File: src/design/wino_pkg.sv
`default_nettype none

package wino_pkg;

	// **************************************************
	// Widths and tile geometry
	// **************************************************

	// Transform-domain value and every intermediate sum
	localparam int DATA_W = 30;

	// Rescaled output pixel
	localparam int OUT_W = 16;

	// Values per input row and rows per burst
	localparam int TILE_IN = 6;

	// Values per output row and output rows per tile
	localparam int TILE_OUT = 4;

	// Pipeline depth of the five-term adder tree
	localparam int ADD_LAT = 3;

	// **************************************************
	// Row types
	// **************************************************

	// One input row, also used for a column drained from the store
	typedef struct packed {
		logic signed [DATA_W-1:0] m0;
		logic signed [DATA_W-1:0] m1;
		logic signed [DATA_W-1:0] m2;
		logic signed [DATA_W-1:0] m3;
		logic signed [DATA_W-1:0] m4;
		logic signed [DATA_W-1:0] m5;
	} in_row_t;

	// Four values after one pass of A^T
	typedef struct packed {
		logic signed [DATA_W-1:0] v0;
		logic signed [DATA_W-1:0] v1;
		logic signed [DATA_W-1:0] v2;
		logic signed [DATA_W-1:0] v3;
	} mid_row_t;

	typedef struct packed {
		logic [OUT_W-1:0] p0;
		logic [OUT_W-1:0] p1;
		logic [OUT_W-1:0] p2;
		logic [OUT_W-1:0] p3;
	} pix_row_t;

endpackage

`default_nettype wire

File: src/design/wino_adder_tree.sv
`default_nettype none

module wino_adder_tree #(
	parameter int WIDTH = 30
) (
	input  wire                     clk,
	input  wire signed [WIDTH-1:0]  i_term0,
	input  wire signed [WIDTH-1:0]  i_term1,
	input  wire signed [WIDTH-1:0]  i_term2,
	input  wire signed [WIDTH-1:0]  i_term3,
	input  wire signed [WIDTH-1:0]  i_term4,
	output logic signed [WIDTH-1:0] o_sum
);

	// Stage 1 holds two pair sums and the odd term
	logic signed [WIDTH-1:0] s1_pair_a;
	logic signed [WIDTH-1:0] s1_pair_b;
	logic signed [WIDTH-1:0] s1_single;

	// Stage 2 holds the four-term sum and the carried odd term
	logic signed [WIDTH-1:0] s2_quad;
	logic signed [WIDTH-1:0] s2_single;

	// All sums wrap at WIDTH bits, callers keep their range inside it
	always_ff @(posedge clk) begin
		s1_pair_a <= i_term0 + i_term1;
		s1_pair_b <= i_term2 + i_term3;
		s1_single <= i_term4;
	end

	always_ff @(posedge clk) begin
		s2_quad   <= s1_pair_a + s1_pair_b;
		s2_single <= s1_single;
	end

	always_ff @(posedge clk) begin
		o_sum <= s2_quad + s2_single;
	end

endmodule

`default_nettype wire

File: src/design/wino_burst_control.sv
`default_nettype none

module wino_burst_control #(
	parameter int ADD_LAT = 3
) (
	input  wire  clk,
	input  wire  i_rst_n,
	input  wire  i_valid,
	output logic o_row_shift,
	output logic o_col_shift,
	output logic o_col_first
);

	localparam int CNT_W = $clog2(wino_pkg::TILE_OUT);
	localparam logic [CNT_W-1:0] DRAIN_LAST = CNT_W'(wino_pkg::TILE_OUT - 1);

	typedef enum logic [1:0] {
		ST_IDLE,
		ST_COLLECT,
		ST_DRAIN
	} state_t;

	state_t             state;
	state_t             state_nxt;
	logic [ADD_LAT-1:0] vld_dly;
	logic               dly_valid;
	logic [CNT_W-1:0]   drain_cnt;

	// **************************************************
	// Valid delay, lines up with the row transform output
	// **************************************************

	always_ff @(posedge clk or negedge i_rst_n) begin
		if (!i_rst_n) begin
			vld_dly <= '0;
		end else begin
			vld_dly <= {vld_dly[ADD_LAT-2:0], i_valid};
		end
	end

	assign dly_valid = vld_dly[ADD_LAT-1];

	// **************************************************
	// Burst FSM
	// **************************************************

	always_comb begin
		state_nxt = state;
		case (state)
			ST_IDLE: begin
				if (dly_valid) begin
					state_nxt = ST_COLLECT;
				end
			end
			ST_COLLECT: begin
				// The store holds the whole tile once the delayed valid drops
				if (!dly_valid) begin
					state_nxt = ST_DRAIN;
				end
			end
			ST_DRAIN: begin
				if (drain_cnt == DRAIN_LAST) begin
					state_nxt = ST_IDLE;
				end
			end
			default: begin
				state_nxt = ST_IDLE;
			end
		endcase
	end

	always_ff @(posedge clk or negedge i_rst_n) begin
		if (!i_rst_n) begin
			state     <= ST_IDLE;
			drain_cnt <= '0;
		end else begin
			state <= state_nxt;
			if (state == ST_DRAIN) begin
				drain_cnt <= drain_cnt + 1'b1;
			end else begin
				drain_cnt <= '0;
			end
		end
	end

	assign o_row_shift = dly_valid;
	assign o_col_shift = (state == ST_DRAIN);
	assign o_col_first = o_col_shift && (drain_cnt == '0);

	// **************************************************
	// Burst protocol checks
	// **************************************************

	a_burst_max : assert property (@(posedge clk) disable iff (!i_rst_n)
		dly_valid [*wino_pkg::TILE_IN] |=> !dly_valid);

	a_burst_len : assert property (@(posedge clk) disable iff (!i_rst_n)
		$rose(dly_valid) |-> dly_valid [*wino_pkg::TILE_IN] ##1 !dly_valid);

	// Upstream waits for the drain, there is no back-pressure
	a_no_valid_in_drain : assert property (@(posedge clk) disable iff (!i_rst_n)
		(state == ST_DRAIN) |-> !i_valid);

endmodule

`default_nettype wire

File: src/design/wino_output_transform.sv
`default_nettype none

module wino_output_transform #(
	parameter int DATA_W     = wino_pkg::DATA_W,
	parameter int FRAC_SHIFT = 8
) (
	input  wire                 clk,
	input  wire                 i_rst_n,
	input  wire                 i_valid,
	input  wino_pkg::in_row_t   i_row,
	output logic                o_valid,
	output wino_pkg::pix_row_t  o_pix
);

	// **************************************************
	// Internal connections
	// **************************************************

	wino_pkg::mid_row_t mid_row;
	logic               row_shift;
	logic               col_shift;
	logic               col_first;

	// A^T applied to each incoming row, result ADD_LAT cycles later
	wino_row_transform #(
		.WIDTH(DATA_W)
	) i_row_transform (
		.clk  (clk),
		.i_row(i_row),
		.o_row(mid_row)
	);

	wino_burst_control #(
		.ADD_LAT(wino_pkg::ADD_LAT)
	) i_burst_control (
		.clk        (clk),
		.i_rst_n    (i_rst_n),
		.i_valid    (i_valid),
		.o_row_shift(row_shift),
		.o_col_shift(col_shift),
		.o_col_first(col_first)
	);

	// Each o_valid beat j holds Y[0..3][j] of Y = A^T*M*A
	wino_tile_store #(
		.WIDTH     (DATA_W),
		.FRAC_SHIFT(FRAC_SHIFT)
	) i_tile_store (
		.clk        (clk),
		.i_rst_n    (i_rst_n),
		.i_row      (mid_row),
		.i_row_shift(row_shift),
		.i_col_shift(col_shift),
		.i_col_first(col_first),
		.o_pix      (o_pix),
		.o_valid    (o_valid)
	);

endmodule

`default_nettype wire

File: src/design/wino_row_transform.sv
`default_nettype none

module wino_row_transform #(
	parameter int WIDTH = 30
) (
	input  wire                 clk,
	input  wino_pkg::in_row_t   i_row,
	output wino_pkg::mid_row_t  o_row
);

	// Scaled and negated terms of A^T, coefficients (1, 1, 4, 4) on row 2
	logic signed [WIDTH-1:0] neg_m2;
	logic signed [WIDTH-1:0] m3_x2;
	logic signed [WIDTH-1:0] m3_x4;
	logic signed [WIDTH-1:0] m3_x8;
	logic signed [WIDTH-1:0] m4_x4;
	logic signed [WIDTH-1:0] neg_m4_x2;
	logic signed [WIDTH-1:0] neg_m4_x8;
	logic signed [WIDTH-1:0] sum0;
	logic signed [WIDTH-1:0] sum1;
	logic signed [WIDTH-1:0] sum2;
	logic signed [WIDTH-1:0] sum3;

	assign neg_m2    = -i_row.m2;
	assign m3_x2     = i_row.m3 <<< 1;
	assign m3_x4     = i_row.m3 <<< 2;
	assign m3_x8     = i_row.m3 <<< 3;
	assign m4_x4     = i_row.m4 <<< 2;
	assign neg_m4_x2 = -(i_row.m4 <<< 1);
	assign neg_m4_x8 = -(i_row.m4 <<< 3);

	// v0 = m0 + m1 + m2 + m3 + m4
	wino_adder_tree #(.WIDTH(WIDTH)) i_tree0 (
		.clk(clk), .i_term0(i_row.m0), .i_term1(i_row.m1), .i_term2(i_row.m2),
		.i_term3(i_row.m3), .i_term4(i_row.m4), .o_sum(sum0)
	);

	// v1 = m1 - m2 + 2*m3 - 2*m4
	wino_adder_tree #(.WIDTH(WIDTH)) i_tree1 (
		.clk(clk), .i_term0(i_row.m1), .i_term1(neg_m2), .i_term2(m3_x2),
		.i_term3(neg_m4_x2), .i_term4('0), .o_sum(sum1)
	);

	// v2 = m1 + m2 + 4*m3 + 4*m4
	wino_adder_tree #(.WIDTH(WIDTH)) i_tree2 (
		.clk(clk), .i_term0(i_row.m1), .i_term1(i_row.m2), .i_term2(m3_x4),
		.i_term3(m4_x4), .i_term4('0), .o_sum(sum2)
	);

	// v3 = m1 - m2 + 8*m3 - 8*m4 + m5
	wino_adder_tree #(.WIDTH(WIDTH)) i_tree3 (
		.clk(clk), .i_term0(i_row.m1), .i_term1(neg_m2), .i_term2(m3_x8),
		.i_term3(neg_m4_x8), .i_term4(i_row.m5), .o_sum(sum3)
	);

	assign o_row = '{v0: sum0, v1: sum1, v2: sum2, v3: sum3};

endmodule

`default_nettype wire

File: src/design/wino_tile_store.sv
`default_nettype none

module wino_tile_store #(
	parameter int WIDTH      = 30,
	parameter int FRAC_SHIFT = 8
) (
	input  wire                 clk,
	input  wire                 i_rst_n,
	input  wino_pkg::mid_row_t  i_row,
	input  wire                 i_row_shift,
	input  wire                 i_col_shift,
	input  wire                 i_col_first,
	output wino_pkg::pix_row_t  o_pix,
	output logic                o_valid
);

	localparam int ROW_CNT_W = $clog2(wino_pkg::TILE_IN + 1);

	wino_pkg::mid_row_t          rows [wino_pkg::TILE_IN];
	wino_pkg::in_row_t           col;
	logic signed [WIDTH-1:0]     neg_m2;
	logic signed [WIDTH-1:0]     m3_x2;
	logic signed [WIDTH-1:0]     m3_x4;
	logic signed [WIDTH-1:0]     m3_x8;
	logic signed [WIDTH-1:0]     m4_x4;
	logic signed [WIDTH-1:0]     neg_m4_x2;
	logic signed [WIDTH-1:0]     neg_m4_x8;
	logic signed [WIDTH-1:0]     sum0;
	logic signed [WIDTH-1:0]     sum1;
	logic signed [WIDTH-1:0]     sum2;
	logic signed [WIDTH-1:0]     sum3;
	logic [wino_pkg::ADD_LAT-1:0] col_vld_dly;
	logic [ROW_CNT_W-1:0]        row_cnt;

	// Negative values clip to zero, the rest drop FRAC_SHIFT fraction bits
	function automatic logic [wino_pkg::OUT_W-1:0] quantize(input logic signed [WIDTH-1:0] value);
		if (value[WIDTH-1]) begin
			return '0;
		end
		return value[FRAC_SHIFT +: wino_pkg::OUT_W];
	endfunction

	// **************************************************
	// Row array and column rotation
	// **************************************************

	// Row 0 is the oldest row, lane 0 of every row forms the drained column
	always_ff @(posedge clk) begin
		if (i_row_shift) begin
			for (int r = 0; r < wino_pkg::TILE_IN - 1; r++) begin
				rows[r] <= rows[r+1];
			end
			rows[wino_pkg::TILE_IN-1] <= i_row;
		end else if (i_col_shift) begin
			for (int r = 0; r < wino_pkg::TILE_IN; r++) begin
				rows[r] <= '{v0: rows[r].v1, v1: rows[r].v2, v2: rows[r].v3, v3: rows[r].v0};
			end
		end
	end

	assign col = '{m0: rows[0].v0, m1: rows[1].v0, m2: rows[2].v0,
		m3: rows[3].v0, m4: rows[4].v0, m5: rows[5].v0};

	// Rows loaded since the last drain started
	always_ff @(posedge clk or negedge i_rst_n) begin
		if (!i_rst_n) begin
			row_cnt <= '0;
		end else if (i_col_first) begin
			row_cnt <= '0;
		end else if (i_row_shift) begin
			row_cnt <= row_cnt + 1'b1;
		end
	end

	// **************************************************
	// Column transform
	// **************************************************

	assign neg_m2    = -col.m2;
	assign m3_x2     = col.m3 <<< 1;
	assign m3_x4     = col.m3 <<< 2;
	assign m3_x8     = col.m3 <<< 3;
	assign m4_x4     = col.m4 <<< 2;
	assign neg_m4_x2 = -(col.m4 <<< 1);
	assign neg_m4_x8 = -(col.m4 <<< 3);

	wino_adder_tree #(.WIDTH(WIDTH)) i_tree0 (
		.clk(clk), .i_term0(col.m0), .i_term1(col.m1), .i_term2(col.m2),
		.i_term3(col.m3), .i_term4(col.m4), .o_sum(sum0)
	);

	wino_adder_tree #(.WIDTH(WIDTH)) i_tree1 (
		.clk(clk), .i_term0(col.m1), .i_term1(neg_m2), .i_term2(m3_x2),
		.i_term3(neg_m4_x2), .i_term4('0), .o_sum(sum1)
	);

	wino_adder_tree #(.WIDTH(WIDTH)) i_tree2 (
		.clk(clk), .i_term0(col.m1), .i_term1(col.m2), .i_term2(m3_x4),
		.i_term3(m4_x4), .i_term4('0), .o_sum(sum2)
	);

	wino_adder_tree #(.WIDTH(WIDTH)) i_tree3 (
		.clk(clk), .i_term0(col.m1), .i_term1(neg_m2), .i_term2(m3_x8),
		.i_term3(neg_m4_x8), .i_term4(col.m5), .o_sum(sum3)
	);

	// **************************************************
	// Valid alignment and output register
	// **************************************************

	always_ff @(posedge clk or negedge i_rst_n) begin
		if (!i_rst_n) begin
			col_vld_dly <= '0;
			o_valid     <= 1'b0;
		end else begin
			col_vld_dly <= {col_vld_dly[wino_pkg::ADD_LAT-2:0], i_col_shift};
			o_valid     <= col_vld_dly[wino_pkg::ADD_LAT-1];
		end
	end

	// Beat j carries lane j of the stored rows after the column transform
	always_ff @(posedge clk) begin
		o_pix <= '{p0: quantize(sum0), p1: quantize(sum1),
			p2: quantize(sum2), p3: quantize(sum3)};
	end

	a_valid_max : assert property (@(posedge clk) disable iff (!i_rst_n)
		o_valid [*wino_pkg::TILE_OUT] |=> !o_valid);

	a_shift_excl : assert property (@(posedge clk) disable iff (!i_rst_n)
		!(i_row_shift && i_col_shift));

	// The controller must not start a drain before the tile is complete
	a_full_tile : assert property (@(posedge clk) disable iff (!i_rst_n)
		i_col_first |-> (row_cnt == ROW_CNT_W'(wino_pkg::TILE_IN)));

endmodule

`default_nettype wire

File: config.mk
export PLATFORM = sky130hd
export DESIGN_NAME = wino_output_transform
export DESIGN_NICKNAME = d
export VERILOG_FILES = /design/src/design/wino_pkg.sv /design/src/design/wino_adder_tree.sv /design/src/design/wino_burst_control.sv /design/src/design/wino_output_transform.sv /design/src/design/wino_row_transform.sv /design/src/design/wino_tile_store.sv
export SDC_FILE = /design/constraint.sdc
export NUM_CORES = 2
export LEC_CHECK = 0
export ABC_AREA = 1
export BUFFER_PORTS_ARGS = -buffer_cell sky130_fd_sc_hd__buf_2
export CAP_MARGIN = 0
export CORE_ASPECT_RATIO = 1.75
export CORE_MARGIN = 1.5
export CORE_UTILIZATION = 48
export CTS_CLUSTER_DIAMETER = 100
export DETAILED_ROUTE_END_ITERATION = 12
export PLACE_DENSITY = 0.74
export SYNTH_ARGS = -nofsm -noshare
export SYNTH_HDL_FRONTEND = slang
export SYNTH_SLANG_ARGS = --single-unit
File: constraint.sdc
create_clock -name clk -period 44.7 [get_ports clk]
set_input_delay 8.94 -clock clk [delete_from_list [all_inputs] [get_ports clk]]
set_output_delay 8.94 -clock clk [all_outputs]
set_load 0.03 [all_outputs]
After elaboration in Yosys (flattened, before gate mapping)
Memories as Yosys holds them, arrays and structs flattened.
Cells that the tools add are included.

storage, ports and cells
  output and inout port bits = 65
  bits in writable memories = 720
  bits in registers = 1215
  memories kept = 1

memories
  name               depth  bits a word  read ports  clocked after Yosys merged registers in  wr ports  line                   text
  i_tile_store.rows  6      120          6           0                                        6         wino_tile_store.sv:19  wino_pkg::mid_row_t rows [wino_pkg::TILE_IN];

operators by class
  mux-type cells = 28
  bitwise gates (word level) = 6
  add/sub/neg operators = 33
  reduce and logical (&&, ||, !) cells = 2
  eq/ne operators = 6

operators with widths
  kind                                                                   number
  30-bit adder                                                           26
  120-bit two-way mux                                                    6
  30-bit negation                                                        6
  16-bit two-way mux                                                     8
  1-bit two-way mux                                                      9
  2-bit two-way mux                                                      4
  1-bit OR                                                               6
  2-bit case mux with 3 select lines                                     1
  2-bit equality test, second input constant                             2
  2-bit != test, second input constant                                   2
  3-bit AND reduction                                                    1
  2-bit by 1-bit adder with 2-bit output, second input constant          1
  2-bit by 1-bit equality test with 1-bit output, second input constant  1
  2-bit logical NOT                                                      1
  2-bit by 1-bit != test with 1-bit output, second input constant        1

Logic depth before layout (Yosys ltp)
  depth after elaboration = 5
  depth in mapped cells = 14
  gate-level depth less buffers = 14

By module
A second synthesis with hierarchy kept.

second synthesis, totals
  cells, all modules = 18816
  area total of the unflattened synthesis = 136079.3 µm²

by module, submodules not included
  module                                         sequential area each (µm²)  area each (µm²)  times used  cells each
  wino_adder_tree (i_row_transform.i_tree1 ...)  3603.5                      12415.7          3           1964
  wino_adder_tree (i_tile_store.i_tree1 ...)     3603.5                      12321.8          3           1956
  wino_tile_store                                23002.1                     35077.4          1           2776
  wino_adder_tree (i_row_transform.i_tree0)      3603.5                      12416.9          1           1964
  wino_adder_tree (i_tile_store.i_tree0)         3603.5                      12411.9          1           1956
  wino_row_transform                             0.0                         1691.6           1           334
  wino_burst_control                             175.2                       269.0            1           26

Worst setup path after synthesis
OpenSTA, ideal clock, no wires.

  kind = register -> register
  start point = register i_burst_control.state[1]
  end point = memory i_tile_store.rows[0][0] (netlist name), enable pin
  path buffers = 0
  library setup time = 5.027 ns
  stages on the path, launching flop included = 5
  path slack = 27.536 ns
  arrival = 12.136 ns
  cell sequence = dfrtp_1 -> inv_2 -> nor2_4 -> inv_2 -> nand2_1

RTL lines
  item                      line                      text
  start: declaration        wino_burst_control.sv:23  state_t state;
  start signal: assignment  wino_burst_control.sv:77  state <= state_nxt;
  end: declaration          wino_tile_store.sv:19

Final worst setup path
  start point = input port i_row[120] (netlist name)
  end point = register i_row_transform.i_tree0.s1_pair_a[28]

on the way
  cells in the longest elaborated chain, start to end = 1

RTL lines
  item                    line                         text
  start: declaration      wino_output_transform.sv:10  input wino_pkg::in_row_t i_row,
  30-bit adder            wino_adder_tree.sv:26        s1_pair_a <= i_term0 + i_term1;
  end signal: assignment  wino_adder_tree.sv:26
  end: declaration        wino_adder_tree.sv:16        logic signed [WIDTH-1:0] s1_pair_a;

Every way passes these cells.
A chain may end at the register's enable or synchronous reset.

==> results.yml <==
routing:
  wl_mm: 382
  vias_per_cell: 5.23
  drcViolationCount: 0
  ant_nets: 0
  wire_per_inst_um: 23.1
  first_pass_iters: 8
  vias: 86400
  drt_iter0_drc: 6630
worst_setup_path:
  crit_fanout: 4
  critPathMostFrequentCell: "nand2_1"
  path_cells: "buf_2 > ha_1 > inv_1 > fa_1 > inv_1 > nand3_1 > nand3_1 > nand2_1 > nand2_1 > nand2_1 > nand2_1 > nand2_1 > nand3_1 > nand2_1"
  rrSetupSlack_ns: 38.94
  crit_path_start_kind: "input port"
  worstPathArrival_ns: 11.10
  slowest_stage: "fa_1"
  required_ns: 45.44
  critPathTopFamily: "adder cells"
  path_buf_inv: 3
  slowest_delay_ns: 0.47
  end_kind: "register"
  criticalPathCategory: "input port to register"
logic_synthesis:
  synth_seq_cells: 1783
  synth_nets: 14300
  ys.flop_type: "dfxtp_1"
  synth.most_common_cell: "nand2_1"
  netlist_top_cells_count: "nand2_1 (4937), inv_1 (2067), nor2_1 (1086)"
  synthCells: 13400
  async_reset_ff_frac: 0.00617
  syn_area_mm2: 0.0989
  ys_seq_area_frac: 0.434
  synth.largest_area_cell: "edfxtp_1"
  synth_edf_count: 720
  synth_compound_area_frac: 0.0641
  synth_xor_area_frac: 0.0311
  synthAdderAreaFrac: 0.0892
  synth_top_area_frac: 0.219
  ys_warn_count: 0
  synth_mux_area_frac: 0
  yosysUniqueCellTypes: 41
  yosys-top-cells-area: "edfxtp_1 (22%), dfxtp_1 (21%), nand2_1 (19%)"
  synth_top_family_by_area: "simple AND/OR/NAND/NOR gates"
  syn_area_per_cell_um2: 7.36
  synth-simple-area-share: 0.287
global_routing:
  grt_pass1_vias: 84300
  grt_max_degree: 210
  antenna_found_initial: 50
  track_usage: 0.358
  grt_pass1_wl_mm: 540
  grt.overflow.total: 0
sta:
  rsz0062_at_grt: "false"
  finalMaxSlewViolations: 0
  max_freq_mhz: 96.6
  post-route-period-util: 0.232
  setup_violations: 0
  period_needed_ns: 10.35
  worst_clock_skew_ns: 0.0646
  hold_viol: 0
  slew_headroom: 0.0208
  worst_slew_pin_slew_ns: 1.45
  setup_tns_ns: 0
clock_tree:
  cts_num_sinks: 1783
  cts_hold_buffers: 0
  ctsResizeCount: 0
  cts_buffer_depth: 4
  root_buffer: "clkbuf_16"
  cts_tree: "built"
  htree_levels: 4
  cts_setup_buffers: 0
  cts_buffers: 171
  clk_latency_ns: 0.86
  cts.clk_slew.worst_paths_ns: 0.07
power_and_ir_drop:
  combPwrFrac: 0.512
  ir_drop_mv: 0.0453
  p_int_w: 0.00486
  clkPwrFrac: 0.155
  p_leak_nw: 55.4
  sequentialPowerShare: 0.333
  switching_power_w: 0.00472
  switching_share: 0.493
  p_per_area_mw_per_mm2: 88.7
placed_design:
  placed_cell_area_mm2: 0.102
  port_buffers: 247
  gp_congestion: 1.12
  dp_hpwl_mm: 314
final_layout:
  stdcell_area_mm2: 0.108
  area_growth_pct: 9.29
  regMostFlops: "i_tile_store.rows"
  largest_reg_flops: 720
  fillerInstances: 20100
  layout-drive-gt1-share: 0.0426
  reg_top3: "i_tile_store.rows (720), i_tile_store.o_pix (64)"
  nNetsFinal: 14500
hold_path:
  hold_class: "register to register"
run:
  drv_cap: 0
die:
  io_pins: 248
  fp.dieH_um: 604
  die_area_mm2: 0.209
  coreArea_mm2: 0.205
  rows: 220
  die_w_um: 346
  start_util: 0.482
run_status:
  status: "finished, final reports clean"
==> layout make-up <==
type,instances,area (um^2),share of cell area
repair buffers,269,1480,0.0137
inverters,2074,7790,0.0721
well taps,2664,3330,0.0308
clock inverters,79,856,0.00792
clock buffers,224,4800,0.0444
multi-input cells,9322,46600,0.431
flip-flops and latches,1783,43000,0.397
diodes,100,250,0.00231
==> metrics by stage <==
stage | power (W) | setup WS (ns) | util | hold slack, ns | instances
6_report | 0.00959 | 34.35 | 0.527 | 0.307 | 16500
5_1_grt | 0.0101 | 34.32 | 0.526 | 0.315 | 16500
4_1_cts | 0.00946 | 34.34 | 0.526 | 0.306 | 16400
3_5_place_dp | 0.00796 | 33.53 | 0.498 | 0.312 | 16100
3_3_place_gp | 0.00792 | 33.54 | 0.498 | 0.310 | 16100
2_1_floorplan | 0.00613 | 27.54 | - | 0.310 | 13400
==> power by group through the flow <==
| stage | logic [W] | registers [W] | clock network (W) |
|---|---|---|---|
| global route | 0.00536 | 0.00322 | 0.00156 |
| detailed placement | 0.00476 | 0.00320 | 0 |
| finish | 0.00491 | 0.00319 | 0.00149 |
| global placement | 0.00473 | 0.00319 | 0 |
| CTS | 0.00479 | 0.00317 | 0.00150 |
| floorplan | 0.00311 | 0.00301 | 0 |
==> final timing paths <==
check                      cells after the start                                       endpoint                                 startpoint
setup / recovery                              14  i_row_transform.i_tree0.s1_pair_a[28]$_DFF_P_                                 i_row[120]
hold / removal                                 0      i_tile_store.i_tree3.s2_single[6]$_DFF_P_  i_tile_store.i_tree3.s1_single[6]$_DFF_P_
setup reg to reg                              10            i_tile_store.rows[0][626]$_DFFE_PP_       i_burst_control.state[0]$_DFFE_PN0P_
hold reg to reg                                0      i_tile_store.i_tree3.s2_single[6]$_DFF_P_  i_tile_store.i_tree3.s1_single[6]$_DFF_P_
max in group asynchronous                      1         i_burst_control.drain_cnt[0]$_DFF_PN0_                                    i_rst_n
min in group asynchronous                      1           i_burst_control.state[1]$_DFFE_PN0P_                                    i_rst_n
==> layout by cell type (no fill, tap or decap), types with 7 or more instances in the layout <==
| cell | netlist | layout |
|---|---|---|
| nor3_1 | 82 | 82 |
| a21o_1 | 14 | 14 |
| nand4_1 | 144 | 144 |
| inv_6 | 0 | 13 |
| clkbuf_8 | 0 | 23 |
| a21oi_1 | 446 | 446 |
| nand3_1 | 655 | 655 |
| and3_1 | 14 | 14 |
| dfrtp_1 | 11 | 11 |
| o21ai_0 | 455 | 455 |
| or2_0 | 7 | 7 |
| o21bai_1 | 108 | 108 |
| xnor2_1 | 67 | 67 |
| clkinvlp_4 | 0 | 11 |
| dfxtp_1 | 1052 | 1052 |
| clkinv_2 | 0 | 23 |
| xor2_1 | 284 | 284 |
| o21a_1 | 14 | 14 |
| nand2_1 | 4937 | 4936 |
| inv_1 | 2067 | 2068 |
| diode_2 | 0 | 100 |
| edfxtp_1 | 720 | 720 |
| clkbuf_1 | 46 | 24 |
| clkinv_4 | 0 | 10 |
| nor2_1 | 1086 | 1086 |
| nand3b_1 | 45 | 45 |
| clkbuf_16 | 0 | 175 |
| fa_1 | 19 | 19 |
| and2_0 | 15 | 15 |
| and2_1 | 56 | 56 |
| buf_4 | 41 | 16 |
| nor2_2 | 25 | 25 |
| ha_1 | 675 | 675 |
| bufinv_16 | 0 | 11 |
| buf_2 | 146 | 247 |
| o21ai_1 | 151 | 151 |
==> layer usage <==
| layer | global-route usage | vias to the layer above | routed length [um] |
|---|---|---|---|
| met5 | 0 | - | 153 |
| met4 | 0.432 | 22 | 54400 |
| met3 | 0.0604 | 1512 | 20100 |
| met2 | 0.651 | 3212 | 194000 |
| met1 | 0.303 | 39100 | 113000 |
| li1 | - | 42600 | - |
==> worst register-to-register path: cells and delay by family, from the launching register on <==
family | cells | cell delay (ns)
buffers and inverters | 6 | 3.93
and+or+nand+nor | 4 | 1.09
DFF | 1 | 0.40
==> cell families (layout without fill, tap and decap cells) <==
| logic type | after synthesis | count (layout) |
|---|---|---|
| AO/OA/AOI/OAI | 1195 | 1195 |
| XOR/XNOR | 351 | 351 |
| adder cells (fa/ha/maj) | 694 | 694 |
| buffers and inverters | 2339 | 2646 |
| flip-flops | 1783 | 1783 |
| other | 0 | 100 |
| AND/OR/NAND/NOR | 7082 | 7082 |
Note: power is estimated with default switching activity, not from simulation.
